`config.mk`:
```
export PLATFORM = sky130hd
export DESIGN_NAME = uart_top
export DESIGN_NICKNAME = d
export VERILOG_FILES = /design/src/rtl/axil_pkg.sv /design/src/rtl/uart_pkg.sv /design/src/rtl/uart_regs.sv /design/src/rtl/uart_rx.sv /design/src/rtl/uart_top.sv /design/src/rtl/uart_tx.sv
export SDC_FILE = /design/constraint.sdc
export NUM_CORES = 1
export LEC_CHECK = 0
export ABC_AREA = 1
export ABC_CLOCK_PERIOD_IN_PS = 2300
export BUFFER_PORTS_ARGS = -buffer_cell sky130_fd_sc_hd__buf_2
export CAP_MARGIN = 15
export CORE_MARGIN = 2
export CORE_UTILIZATION = 35
export DETAILED_ROUTE_END_ITERATION = 8
export MAX_ROUTING_LAYER = met4
export PLACE_DENSITY_LB_ADDON = 0.3
export SLEW_MARGIN = 20
export SYNTH_ARGS = -nofsm -noshare
export SYNTH_HDL_FRONTEND = slang
export SYNTH_SLANG_ARGS = --single-unit
```
`constraint.sdc`:
```
create_clock -name clk -period 2.3 [get_ports clk]
set_clock_uncertainty 0.15 [all_clocks]
set_input_delay 0.115 -clock clk [delete_from_list [all_inputs] [get_ports clk]]
set_output_delay 0.115 -clock clk [all_outputs]
set_load 0.03 [all_outputs]
```
`src/rtl/axil_pkg.sv`:
```
// AXI4-Lite package.
// Request and response bundles for a single 32-bit AXI4-Lite slave
// port, plus the response codes that the slave returns.

package axil_pkg;

  ////////////////////////////////////////////////////////////
  // Bus widths
  ////////////////////////////////////////////////////////////
  localparam int ADDR_W = 4;           // Byte address width.
  localparam int DATA_W = 32;          // Data bus width.
  localparam int STRB_W = DATA_W / 8;  // One strobe per byte lane.

  ////////////////////////////////////////////////////////////
  // Response codes
  ////////////////////////////////////////////////////////////
  typedef enum logic [1:0] {
    OKAY   = 2'b00,  // Normal access.
    SLVERR = 2'b10   // Slave refused the access.
  } resp_e;

  ////////////////////////////////////////////////////////////
  // Channel bundles
  ////////////////////////////////////////////////////////////
  // Master to slave.
  typedef struct packed {
    logic [ADDR_W-1:0] awaddr;   // Write address.
    logic              awvalid;  // Write address valid.
    logic [DATA_W-1:0] wdata;    // Write data.
    logic [STRB_W-1:0] wstrb;    // Write byte strobes.
    logic              wvalid;   // Write data valid.
    logic              bready;   // Master takes write response.
    logic [ADDR_W-1:0] araddr;   // Read address.
    logic              arvalid;  // Read address valid.
    logic              rready;   // Master takes read data.
  } axil_req_t;

  // Slave to master.
  typedef struct packed {
    logic              awready;  // Write address taken.
    logic              wready;   // Write data taken.
    resp_e             bresp;    // Write response code.
    logic              bvalid;   // Write response valid.
    logic              arready;  // Read address taken.
    logic [DATA_W-1:0] rdata;    // Read data.
    resp_e             rresp;    // Read response code.
    logic              rvalid;   // Read data valid.
  } axil_rsp_t;

endpackage

```
`src/rtl/uart_pkg.sv`:
```
// UART line package.
// Holds the 8N1 line format, the bit timing counters, the FSM state
// types and the register map of the memory-mapped UART.

package uart_pkg;

  ////////////////////////////////////////////////////////////
  // Line format and bit timing
  ////////////////////////////////////////////////////////////
  localparam int BAUD_DIV   = 32;            // Clock cycles per bit, 2604 for 19200 baud.
  localparam int HALF_DIV   = BAUD_DIV / 2;  // First sample point after the start edge.
  localparam int DATA_BITS  = 8;             // Payload bits per frame.
  localparam int FRAME_BITS = 10;            // Start, eight data and stop.

  localparam int BAUD_CNT_W = $clog2(BAUD_DIV);       // Holds BAUD_DIV-1.
  localparam int BIT_CNT_W  = $clog2(FRAME_BITS + 1); // Holds FRAME_BITS.

  ////////////////////////////////////////////////////////////
  // State machines
  ////////////////////////////////////////////////////////////
  typedef enum logic {
    RX_IDLE,  // Waiting for a start edge.
    RX_RCV    // Sampling the frame.
  } rx_state_e;

  typedef enum logic {
    TX_IDLE,  // Line held high.
    TX_SEND   // Shifting out the frame.
  } tx_state_e;

  ////////////////////////////////////////////////////////////
  // Register map
  ////////////////////////////////////////////////////////////
  typedef enum logic [3:0] {
    REG_DATA   = 4'h0,  // Tx byte on write, rx byte on read.
    REG_STATUS = 4'h4   // Ready, busy and overrun.
  } reg_addr_e;

  localparam int STAT_RDY_BIT  = 0;  // Received byte waiting.
  localparam int STAT_BUSY_BIT = 1;  // Transmitter busy.
  localparam int STAT_OVR_BIT  = 2;  // Sticky overrun.

endpackage

```
`src/rtl/uart_regs.sv`:
```
// UART register block.
// AXI4-Lite slave with a data register and a status register. Starts
// the transmitter, hands over received bytes and keeps a sticky
// overrun flag for bytes that arrive before the last one was read.

`timescale 1ns/1ns

module uart_regs (
  input  logic                clk,       // System clock.
  input  logic                rst_n,     // Async active low reset.
  input  axil_pkg::axil_req_t bus_req,   // Bus request from the master.
  output axil_pkg::axil_rsp_t bus_rsp,   // Bus response to the master.
  input  logic [7:0]          rx_data,   // Byte from the receiver.
  input  logic                rx_rdy,    // Receiver holds a byte.
  output logic                clr_rdy,   // Byte taken by software.
  output logic [7:0]          tx_data,   // Byte to the transmitter.
  output logic                tx_start,  // One-cycle send request.
  input  logic                tx_busy    // Transmitter busy.
);

  import axil_pkg::*;
  import uart_pkg::*;

  ////////////////////////////////////////////////////////////
  // Internal signals
  ////////////////////////////////////////////////////////////
  logic              awready_q;  // Shared by AW and W.
  logic              bvalid_q;
  resp_e             bresp_q;
  logic              arready_q;
  logic              rvalid_q;
  logic [DATA_W-1:0] rdata_q;
  resp_e             rresp_q;
  logic              aw_hs;      // Write address and data taken.
  logic              ar_hs;      // Read address taken.
  logic              wr_go;      // Write starts the transmitter.
  logic              ovr_clr;    // Write clears overrun.
  resp_e             wr_resp;
  logic              rd_is_data; // Read of the data register.
  logic [DATA_W-1:0] rd_data;
  resp_e             rd_resp;
  logic [DATA_W-1:0] status;
  logic              rx_rdy_q;   // For the ready edge.
  logic              rdy_pend;   // Byte flagged but not yet read.
  logic              overrun;

  assign aw_hs = awready_q && bus_req.awvalid && bus_req.wvalid;
  assign ar_hs = arready_q && bus_req.arvalid;

  ////////////////////////////////////////////////////////////
  // Address decode
  ////////////////////////////////////////////////////////////
  always_comb begin
    wr_go   = 1'b0;
    ovr_clr = 1'b0;
    wr_resp = OKAY;
    case (bus_req.awaddr)
      REG_DATA: begin
        if (tx_busy)
          wr_resp = SLVERR;  // Byte dropped.
        else
          wr_go = bus_req.wstrb[0];
      end
      REG_STATUS: ovr_clr = bus_req.wstrb[0] && bus_req.wdata[STAT_OVR_BIT];
      default:    wr_resp = SLVERR;
    endcase
  end

  always_comb begin
    status                = '0;
    status[STAT_RDY_BIT]  = rx_rdy;
    status[STAT_BUSY_BIT] = tx_busy;
    status[STAT_OVR_BIT]  = overrun;
  end

  always_comb begin
    rd_is_data = 1'b0;
    rd_data    = '0;  // Unmapped reads return zero.
    rd_resp    = OKAY;
    case (bus_req.araddr)
      REG_DATA: begin
        rd_is_data = 1'b1;
        rd_data    = {{(DATA_W - DATA_BITS){1'b0}}, rx_data};
      end
      REG_STATUS: rd_data = status;
      default:    rd_resp = SLVERR;
    endcase
  end

  ////////////////////////////////////////////////////////////
  // Channel handshakes
  ////////////////////////////////////////////////////////////
  always_ff @(posedge clk or negedge rst_n) begin
    if (!rst_n) begin
      awready_q <= 1'b0;
      bvalid_q  <= 1'b0;
      arready_q <= 1'b0;
      rvalid_q  <= 1'b0;
      tx_start  <= 1'b0;
      clr_rdy   <= 1'b0;
    end else begin
      // Ready pulses for one cycle, no new accept while a response waits.
      awready_q <= !awready_q && !bvalid_q && bus_req.awvalid && bus_req.wvalid;
      arready_q <= !arready_q && !rvalid_q && bus_req.arvalid;
      if (aw_hs)
        bvalid_q <= 1'b1;
      else if (bus_req.bready)
        bvalid_q <= 1'b0;
      if (ar_hs)
        rvalid_q <= 1'b1;
      else if (bus_req.rready)
        rvalid_q <= 1'b0;
      tx_start <= aw_hs && wr_go;
      clr_rdy  <= ar_hs && rd_is_data && rx_rdy;  // Only when a byte was flagged.
    end
  end

  // Response payload, held while valid waits for ready.
  always_ff @(posedge clk) begin
    if (aw_hs)
      bresp_q <= wr_resp;
    if (aw_hs && wr_go)
      tx_data <= bus_req.wdata[7:0];
    if (ar_hs) begin
      rdata_q <= rd_data;
      rresp_q <= rd_resp;
    end
  end

  ////////////////////////////////////////////////////////////
  // Overrun tracking
  ////////////////////////////////////////////////////////////
  always_ff @(posedge clk or negedge rst_n) begin
    if (!rst_n) begin
      rx_rdy_q <= 1'b0;
      rdy_pend <= 1'b0;
      overrun  <= 1'b0;
    end else begin
      rx_rdy_q <= rx_rdy;
      if (rx_rdy && !rx_rdy_q)
        rdy_pend <= 1'b1;  // New byte completed.
      else if (ar_hs && rd_is_data)
        rdy_pend <= 1'b0;
      if (rx_rdy && !rx_rdy_q && rdy_pend)
        overrun <= 1'b1;   // Previous byte never read.
      else if (aw_hs && ovr_clr)
        overrun <= 1'b0;
    end
  end

  assign bus_rsp.awready = awready_q;
  assign bus_rsp.wready  = awready_q;
  assign bus_rsp.bresp   = bresp_q;
  assign bus_rsp.bvalid  = bvalid_q;
  assign bus_rsp.arready = arready_q;
  assign bus_rsp.rdata   = rdata_q;
  assign bus_rsp.rresp   = rresp_q;
  assign bus_rsp.rvalid  = rvalid_q;

  // Responses hold until the master takes them.
  assert property (@(posedge clk) disable iff (!rst_n)
    bvalid_q && !bus_req.bready |=> bvalid_q && $stable(bresp_q));

  assert property (@(posedge clk) disable iff (!rst_n)
    rvalid_q && !bus_req.rready |=> rvalid_q && $stable(rdata_q));

endmodule

```
`src/rtl/uart_rx.sv`:
```
// UART receiver.
// Double-flops the serial input, finds the start edge, samples each
// bit in the middle of its cell and flags a complete 8N1 byte.

`timescale 1ns/1ns

module uart_rx (
  input  logic       clk,      // System clock.
  input  logic       rst_n,    // Async active low reset.
  input  logic       rx,       // Serial input.
  input  logic       clr_rdy,  // Knocks down rx_rdy.
  output logic [7:0] rx_data,  // Last byte received.
  output logic       rx_rdy    // Byte waiting, cleared by clr_rdy or next start.
);

  import uart_pkg::*;

  ////////////////////////////////////////////////////////////
  // Internal signals
  ////////////////////////////////////////////////////////////
  logic                  rx_step;      // First synchronizer flop.
  logic                  rx_stable;    // Synchronized input.
  logic [DATA_BITS:0]    rx_shft_reg;  // Data bits plus stop bit.
  logic [BAUD_CNT_W-1:0] baud_cnt;     // Cycles left to the next sample.
  logic [BIT_CNT_W-1:0]  bit_cnt;      // Samples taken in this frame.
  logic                  start;        // Start edge seen in idle.
  logic                  shift;        // Sample point reached.
  logic                  receiving;    // Frame in progress.
  logic                  set_rdy;      // Frame complete.
  rx_state_e             state;
  rx_state_e             nxt_state;

  // Two-flop synchronizer, preset to the idle line level.
  always_ff @(posedge clk or negedge rst_n) begin
    if (!rst_n) begin
      rx_step   <= 1'b1;
      rx_stable <= 1'b1;
    end else begin
      rx_step   <= rx;
      rx_stable <= rx_step;
    end
  end

  // Bits arrive LSB first, so shift in at the top.
  always_ff @(posedge clk) begin
    if (shift)
      rx_shft_reg <= {rx_stable, rx_shft_reg[DATA_BITS:1]};
  end

  // Counters reload to N-1 since the sample fires on zero.
  always_ff @(posedge clk or negedge rst_n) begin
    if (!rst_n) begin
      baud_cnt <= '0;
      bit_cnt  <= '0;
    end else if (start) begin
      baud_cnt <= BAUD_CNT_W'(HALF_DIV - 1);  // Half a bit to mid start bit.
      bit_cnt  <= '0;
    end else if (shift) begin
      baud_cnt <= BAUD_CNT_W'(BAUD_DIV - 1);  // Full bit to the next middle.
      bit_cnt  <= bit_cnt + 1'b1;
    end else if (receiving) begin
      baud_cnt <= baud_cnt - 1'b1;
    end
  end

  assign shift   = receiving && (baud_cnt == '0);
  assign rx_data = rx_shft_reg[DATA_BITS-1:0];  // Stop bit dropped.

  ////////////////////////////////////////////////////////////
  // FSM
  ////////////////////////////////////////////////////////////
  always_ff @(posedge clk or negedge rst_n) begin
    if (!rst_n)
      state <= RX_IDLE;
    else
      state <= nxt_state;
  end

  // Ready flag, the next start wins over everything.
  always_ff @(posedge clk or negedge rst_n) begin
    if (!rst_n)
      rx_rdy <= 1'b0;
    else if (start || clr_rdy)
      rx_rdy <= 1'b0;
    else if (set_rdy)
      rx_rdy <= 1'b1;
  end

  always_comb begin
    nxt_state = state;
    start     = 1'b0;
    receiving = 1'b0;
    set_rdy   = 1'b0;
    case (state)
      RX_RCV: begin
        if (bit_cnt >= BIT_CNT_W'(FRAME_BITS)) begin
          set_rdy   = 1'b1;      // Stop bit sampled.
          nxt_state = RX_IDLE;
        end else begin
          receiving = 1'b1;
        end
      end
      default: begin
        if (!rx_stable) begin
          start     = 1'b1;      // Falling edge of the start bit.
          nxt_state = RX_RCV;
        end
      end
    endcase
  end

  // Counter stops at one full frame.
  assert property (@(posedge clk) disable iff (!rst_n)
    bit_cnt <= BIT_CNT_W'(FRAME_BITS));

  // Ready only rises once the FSM has left RCV.
  assert property (@(posedge clk) disable iff (!rst_n)
    $rose(rx_rdy) |-> state == RX_IDLE);

endmodule

```
`src/rtl/uart_top.sv`:
```
// UART peripheral top level.
// AXI4-Lite register block in front of an 8N1 receiver and
// transmitter sharing one bit timing.

`timescale 1ns/1ns

module uart_top (
  input  logic                clk,      // System clock.
  input  logic                rst_n,    // Async active low reset.
  input  axil_pkg::axil_req_t bus_req,  // Bus request from the master.
  output axil_pkg::axil_rsp_t bus_rsp,  // Bus response to the master.
  input  logic                rx,       // Serial input.
  output logic                tx        // Serial output.
);

  ////////////////////////////////////////////////////////////
  // Internal wiring
  ////////////////////////////////////////////////////////////
  logic [7:0] tx_data;   // Byte to send.
  logic       tx_start;  // Send pulse.
  logic       tx_busy;   // Frame on the line.
  logic [7:0] rx_data;   // Byte received.
  logic       rx_rdy;    // Byte waiting.
  logic       clr_rdy;   // Byte read by software.

  uart_regs u_regs (
    .clk      (clk),
    .rst_n    (rst_n),
    .bus_req  (bus_req),
    .bus_rsp  (bus_rsp),
    .rx_data  (rx_data),
    .rx_rdy   (rx_rdy),
    .clr_rdy  (clr_rdy),
    .tx_data  (tx_data),
    .tx_start (tx_start),
    .tx_busy  (tx_busy)
  );

  uart_rx u_rx (
    .clk     (clk),
    .rst_n   (rst_n),
    .rx      (rx),
    .clr_rdy (clr_rdy),
    .rx_data (rx_data),
    .rx_rdy  (rx_rdy)
  );

  uart_tx u_tx (
    .clk      (clk),
    .rst_n    (rst_n),
    .tx_start (tx_start),
    .tx_data  (tx_data),
    .tx       (tx),
    .tx_busy  (tx_busy)
  );

endmodule

```
`src/rtl/uart_tx.sv`:
```
// UART transmitter.
// Frames one byte as 8N1 and shifts it out LSB first, one bit per
// baud period, with the line held high between frames.

`timescale 1ns/1ns

module uart_tx (
  input  logic       clk,       // System clock.
  input  logic       rst_n,     // Async active low reset.
  input  logic       tx_start,  // Load and send tx_data.
  input  logic [7:0] tx_data,   // Byte to send.
  output logic       tx,        // Serial output.
  output logic       tx_busy    // Frame on the line.
);

  import uart_pkg::*;

  ////////////////////////////////////////////////////////////
  // Internal signals
  ////////////////////////////////////////////////////////////
  logic [FRAME_BITS-1:0] tx_shft_reg;  // Stop, data, start.
  logic [BAUD_CNT_W-1:0] baud_cnt;     // Cycles left in the current bit.
  logic [BIT_CNT_W-1:0]  bit_cnt;      // Bits already sent.
  logic                  load;         // Accept a new byte.
  logic                  shift;        // Bit period over.
  logic                  sending;      // Frame in progress.
  logic                  done;         // Stop bit finished.
  tx_state_e             state;
  tx_state_e             nxt_state;

  // Shift register doubles as the line driver, so reset to idle high.
  always_ff @(posedge clk or negedge rst_n) begin
    if (!rst_n)
      tx_shft_reg <= '1;
    else if (load)
      tx_shft_reg <= {1'b1, tx_data, 1'b0};
    else if (shift)
      tx_shft_reg <= {1'b1, tx_shft_reg[FRAME_BITS-1:1]};  // Fill with idle level.
  end

  always_ff @(posedge clk or negedge rst_n) begin
    if (!rst_n) begin
      baud_cnt <= '0;
      bit_cnt  <= '0;
    end else if (load) begin
      baud_cnt <= BAUD_CNT_W'(BAUD_DIV - 1);  // Start bit lasts BAUD_DIV cycles.
      bit_cnt  <= '0;
    end else if (shift) begin
      baud_cnt <= BAUD_CNT_W'(BAUD_DIV - 1);
      bit_cnt  <= bit_cnt + 1'b1;
    end else if (sending) begin
      baud_cnt <= baud_cnt - 1'b1;
    end
  end

  assign shift   = sending && (baud_cnt == '0);
  assign done    = shift && (bit_cnt == BIT_CNT_W'(FRAME_BITS - 1));
  assign tx      = tx_shft_reg[0];
  assign tx_busy = sending;

  ////////////////////////////////////////////////////////////
  // FSM
  ////////////////////////////////////////////////////////////
  always_ff @(posedge clk or negedge rst_n) begin
    if (!rst_n)
      state <= TX_IDLE;
    else
      state <= nxt_state;
  end

  always_comb begin
    nxt_state = state;
    load      = 1'b0;
    sending   = 1'b0;
    case (state)
      TX_SEND: begin
        sending = 1'b1;
        if (done)
          nxt_state = TX_IDLE;  // Last shift refills the line with ones.
      end
      default: begin
        if (tx_start) begin
          load      = 1'b1;
          nxt_state = TX_SEND;
        end
      end
    endcase
  end

  // Idle line stays at mark level.
  assert property (@(posedge clk) disable iff (!rst_n)
    state == TX_IDLE |-> tx);

  // Register block only starts an idle transmitter.
  assert property (@(posedge clk) disable iff (!rst_n)
    tx_start |-> !tx_busy);

endmodule

```
Word level (Yosys, flattened, before mapping)
Cells that the tools add are included.

storage, ports and cells
  register bits after elaboration = 95
  output and inout port bits = 42
  word-level logic and storage cells = 112

operators by class
  $add $sub $neg = 4
  magnitude comparators = 1
  equality and inequality tests = 3
  muxes and demuxes = 42
  reductions and logical operators = 38

operator list
  operator                                                            number
  5-bit 2-to-1 mux                                                    6
  1-bit 2-to-1 mux                                                    26
  10-bit 2-to-1 mux                                                   2
  1-bit logical AND                                                   18
  4-bit 2-to-1 mux                                                    4
  8-bit case mux with 2 select lines                                  1
  2-bit nonzero test                                                  7
  5-bit logical NOT                                                   2
  5-bit by 1-bit subtractor with 5-bit output, second input constant  2
  4-bit by 1-bit adder with 4-bit output, second input constant       2
  4-bit by 3-bit == test with 1-bit output, second input constant     2
  4-bit logical NOT                                                   2
  3-bit nonzero test                                                  2
  1-bit logical NOT                                                   5
  4-bit == test, second input constant                                1
  4-bit greater-or-equal comparator, second input constant            1
  2-bit 2-to-1 mux                                                    2
  2-bit case mux with 2 select lines                                  1
  2-bit OR reduction                                                  1
  1-bit logical OR                                                    1

Depth between registers and ports, before layout
  depth after elaboration = 6
  depth in mapped cells = 9
  gate-level depth less buffers = 9

Hierarchy
From an unflattened synthesis, not the netlist that was laid out.

unflattened totals
  cell total of the unflattened synthesis = 340
  area, all modules = 3290.7 sq um

by module, submodules not included
  module     times used  cells each  area each (sq um)
  uart_regs  1           120         1287.5
  uart_rx    1           91          1011.0
  uart_tx    1           129         992.2

Least setup slack after synthesis
OpenSTA, ideal clock, no wires.

  path type = register to register
  start = reg u_tx.state
  end = reg u_regs.tx_data[0] (enable)
  arrival = 1.601 ns
  required time = 1.753 ns
  setup slack = 0.152 ns
  stages on the path, launching flop included = 4
  buffers on the path = 0
  path through = dfrtp_1 > inv_1 > nand2_1 > nor4_1

on the way
  word-level cells in the longest chain between the ends = 4

ends and longest elaborated chain
  item                      line              source
  start: declaration        uart_tx.sv:28     tx_state_e state;
  start signal: assignment  uart_tx.sv:68     state <= nxt_state;
  1-bit 2-to-1 mux          uart_tx.sv:75     case (state)
  1-bit 2-to-1 mux          uart_regs.sv:59   if (tx_busy)
  1-bit 2-to-1 mux          uart_regs.sv:57   case (bus_req.awaddr)
  1-bit logical AND         uart_regs.sv:122  if (aw_hs && wr_go)
  end signal: assignment    uart_regs.sv:123  tx_data <= bus_req.wdata[7:0];
  end: declaration          uart_regs.sv:16   output logic [7:0] tx_data,

No other way between the ends.
A chain may end at the register's enable or synchronous reset.

Worst setup path in the final report
  start = in bus_req[46] (netlist bit)
  end = reg u_regs.bresp_q[1] (data pin)

on the way
  word-level cells in the longest chain between the ends = 2
  elaborated cells on any way between the ends = 3

ends and longest elaborated chain
  item                                                                                  line              source
  start: declaration                                                                    uart_top.sv:10    input axil_pkg::axil_req_t bus_req,
  4-bit by 3-bit == test with 1-bit output / 4-bit logical NOT (equally long branches)  uart_regs.sv:57
  2-bit case mux with 2 select lines *                                                  uart_regs.sv:57
  named net u_regs.wr_resp[1]                                                           uart_regs.sv:38   resp_e wr_resp;
  end signal: assignment                                                                uart_regs.sv:121  bresp_q <= wr_resp;
  end: declaration                                                                      uart_regs.sv:29   resp_e bresp_q;

The timed path passes the listed nets; every way through them passes the cells marked *.

==> impl_metrics.env <==
export IMPL_combPwrFrac_pct=13.1
export IMPL_cts_sinks=68
export IMPL_timing_hold_ws_ns=0.0249
export IMPL_diodes=0
export IMPL_viasPerCell=4.33
export IMPL_ctsHtreeMaxLevel=3
export IMPL_finalSetupViolCount=0
export IMPL_cts_root_buf="clkbuf_8"
export IMPL_worst_path_buf_inv=4
export IMPL_drive_gt1_share_pct=21.5
export IMPL_p_per_area_nw_per_um2=767
export IMPL_yosys_warnings=0
export IMPL_cp_common_cell="dlygate4sd3_1"
export IMPL_yosysTopAreaCellShare_pct=26.7
export IMPL_fill_cells=786
export IMPL_met1_usage_pct=16.1
export IMPL_required_ns=2.24
export IMPL_cp_start_kind="input pin"
export IMPL_p_seq_share_pct=51.0
export IMPL_clk_pin_slew_worst_paths_ns=0.07
export IMPL_initial_core_util_pct=36.6
export IMPL_overflow=0
export IMPL_ir_worst_vdd_uv=244
export IMPL_grt_pass1_vias=1949
export IMPL_worst_slew_pin_slew_ns=0.590
export IMPL_route_detailed_drc=0
export IMPL_yosysMostFrequentCell="nand2_1"
export IMPL_core_um2=8300
export IMPL_drtAntennaViolNets=0
export IMPL_drt_iter0_markers=70
export IMPL_clkPwrFrac_pct=36.0
export IMPL_wl_mm=5.25
export IMPL_power_internal_uw=2070
export IMPL_ys_ff_latch=68
export IMPL_cp_max_fo=2
export IMPL_die_h_um=97.1
export IMPL_synth_seq_area_share_pct=61.0
export IMPL_slew_headroom_pct=60.6
export IMPL_cts_resized=0
export IMPL_grt_max_degree=42
export IMPL_antenna_found_initial=0
export IMPL_status="complete, no violations"
export IMPL_finalHoldViolCount=0
export IMPL_clock_path_buffers=2
export IMPL_grt_use_total_pct=12.3
export IMPL_max_stage_delay_ns=0.57
export IMPL_cp_end_kind="flop"
export IMPL_post_route_util_pct=44.7
export IMPL_dp_hpwl_mm=3.57
export IMPL_yosys_area_top_type="edfxtp_1"
export IMPL_numCtsBuffers=9
export IMPL_synthArstFlopShare_pct=60.3
export IMPL_gp_congestion=0.814
export IMPL_nNetsFinal=420
export IMPL_wl_per_cell_um=11.1
export IMPL_synth_distinct_cells=29
export IMPL_rows=33
export IMPL_fmax_mhz=463
export IMPL_insertion_delay_ns=0.34
export IMPL_p_switching_uw=770
export IMPL_use_met2_pct=17.5
export IMPL_rsz0062_at_grt="no"
export IMPL_die_area_um2=9430
export IMPL_crit_family="buffers and inverters"
export IMPL_avgSynthCellArea_um2=10.5
export IMPL_synthCells=290
export IMPL_ioPinCount=94
export IMPL_use_met3_pct=3.74
export IMPL_port_buffers=40
export IMPL_fin_crit_sh_pct=93.8
export IMPL_synth_area_leaders="edfxtp_1 (27%), dfrtp_1 (25%), dfstp_2 (9.5%)"
export IMPL_synth_commonest_cells="nand2_1 (49), inv_1 (38), buf_4 (31)"
export IMPL_worstPathCellList="dlygate4sd3_1, buf_2, nor2_1, dlygate4sd3_1, o211ai_1, dlygate4sd3_1"
export IMPL_syn_area_um2=3040
export IMPL_cts_tree="built"
export IMPL_vias=2042
export IMPL_hold_path_class="in2reg"
export IMPL_critical_path_class="in2reg"
export IMPL_power_leakage_uw=0.00171
export IMPL_final_max_slew_violation_count=0
export IMPL_synth_edff_count=27
export IMPL_synthFlopType="dfrtp_1"
export IMPL_dieWidth_um=97.1
export IMPL_busiest_layer="met2"
export IMPL_cp_slowest_cell="dlygate4sd3_1"
export IMPL_grt_pass1_wl_mm=9.01
export IMPL_switching_share_pct=27.1
export IMPL_syn2layout_area_growth_pct=22.1
export IMPL_dr_pass1_iters=4
export IMPL_final_setup_tns_ns=0
export IMPL_period_needed_ns=2.16
export IMPL_max_cap_viol_count=0
export IMPL_arrival_ns=2.10
worst reg2reg max path: cells and delay by family, from the launching register on:
family / cells / cell delay (ns)
buffers and inverters: 1 / 0.09
flip-flops: 1 / 0.38
adder cells (fa/ha/maj): 1 / 0.21
AND/OR/NAND/NOR: 3 / 0.77
kinds of logic (layout without fill, tap and decap cells):
family,count (synthesis),in the layout,synth area share (%)
compound gates,29,29,5.19
simple gates,107,107,16.2
other cells,1,26,0.124
buf+inv,72,124,13.0
flops,68,68,61.0
xor+xnor,7,7,2.02
fa+ha+maj,6,6,2.47
final timing paths:
path | startpoint | endpoint | slack, ns | depth (start not counted)
setup / recovery | bus_req[46] | u_regs.bresp_q[1] | 0.14 | 6
hold / removal | bus_req[8] | u_regs.overrun | 0.02 | 4
min in group asynchronous | rst_n | u_tx.bit_cnt[0] | 0.21 | 3
setup reg to reg | u_rx.bit_cnt[0] | u_rx.rx_shft_reg[7] | 0.35 | 5
hold reg to reg | u_rx.rx_step | u_rx.rx_stable | 0.21 | 0
max in group asynchronous | rst_n | u_tx.tx_shft_reg[0] | 1.41 | 3
layout make-up:
type                            instances  area [um^2]  area share [%]
Sequential cell                        68         1850            49.9
Multi-Input combinational cell        175          891            24.0
Timing Repair Buffer                   68          473            12.8
Clock buffer                           11          151            4.09
Inverter                               40          150            4.05
Tap cell                              105          131            3.54
Clock inverter                          5         58.8            1.59
metal layers:
| layer | up-vias | part of all wire [%] |
|---|---|---|
| met5 | - | 0 |
| met4 | 0 | 2.1 |
| met3 | 9 | 5.2 |
| met2 | 56 | 44 |
| met1 | 944 | 49 |
| li1 | 1033 | - |
metrics by stage:
| stage | power (uW) | setup slack, ns | cells | instance area [um^2] |
|---|---|---|---|---|
| 6_report | 2840 | 0.142 | 472 | 3710 |
| 5_1_grt | 3000 | 0.0703 | 472 | 3710 |
| 4_1_cts | 2880 | 0.177 | 472 | 3710 |
| 3_5_place_dp | 1820 | 0.362 | 431 | 3250 |
| 3_3_place_gp | 1800 | 0.421 | 431 | 3250 |
| 2_1_floorplan | 1760 | 0.152 | 315 | 3130 |
cell usage in the layout (no fill, tap or decap), types with 2 or more instances in the layout:
| cell type | n |
|---|---|
| buf_4 | 3 |
| buf_2 | 40 |
| nor3_1 | 5 |
| nand4_1 | 2 |
| dfrtp_1 | 30 |
| nor2_1 | 17 |
| nand2_1 | 49 |
| a21oi_1 | 2 |
| o21ai_0 | 21 |
| dlygate4sd3_1 | 25 |
| o22ai_1 | 2 |
| dfstp_2 | 11 |
| conb_1 | 26 |
| inv_2 | 2 |
| o211ai_1 | 2 |
| inv_1 | 38 |
| ha_1 | 6 |
| xor2_1 | 6 |
| edfxtp_1 | 27 |
| nand3_1 | 27 |
| clkbuf_8 | 11 |
timing repair:
item,CTS,global route
endpoints found under the hold margin,47,0
buffers inserted,0,0
hold buffers,25,0
power by group through the flow:
stage               logic (uW)  clock network [uW]  registers (uW)
floorplan                  288                   0            1470
global placement           335                   0            1470
detailed placement         345                   0            1470
CTS                        378                1060            1450
global route               419                1110            1470
finish                     372                1020            1450
(Power assumes the default switching activity.)
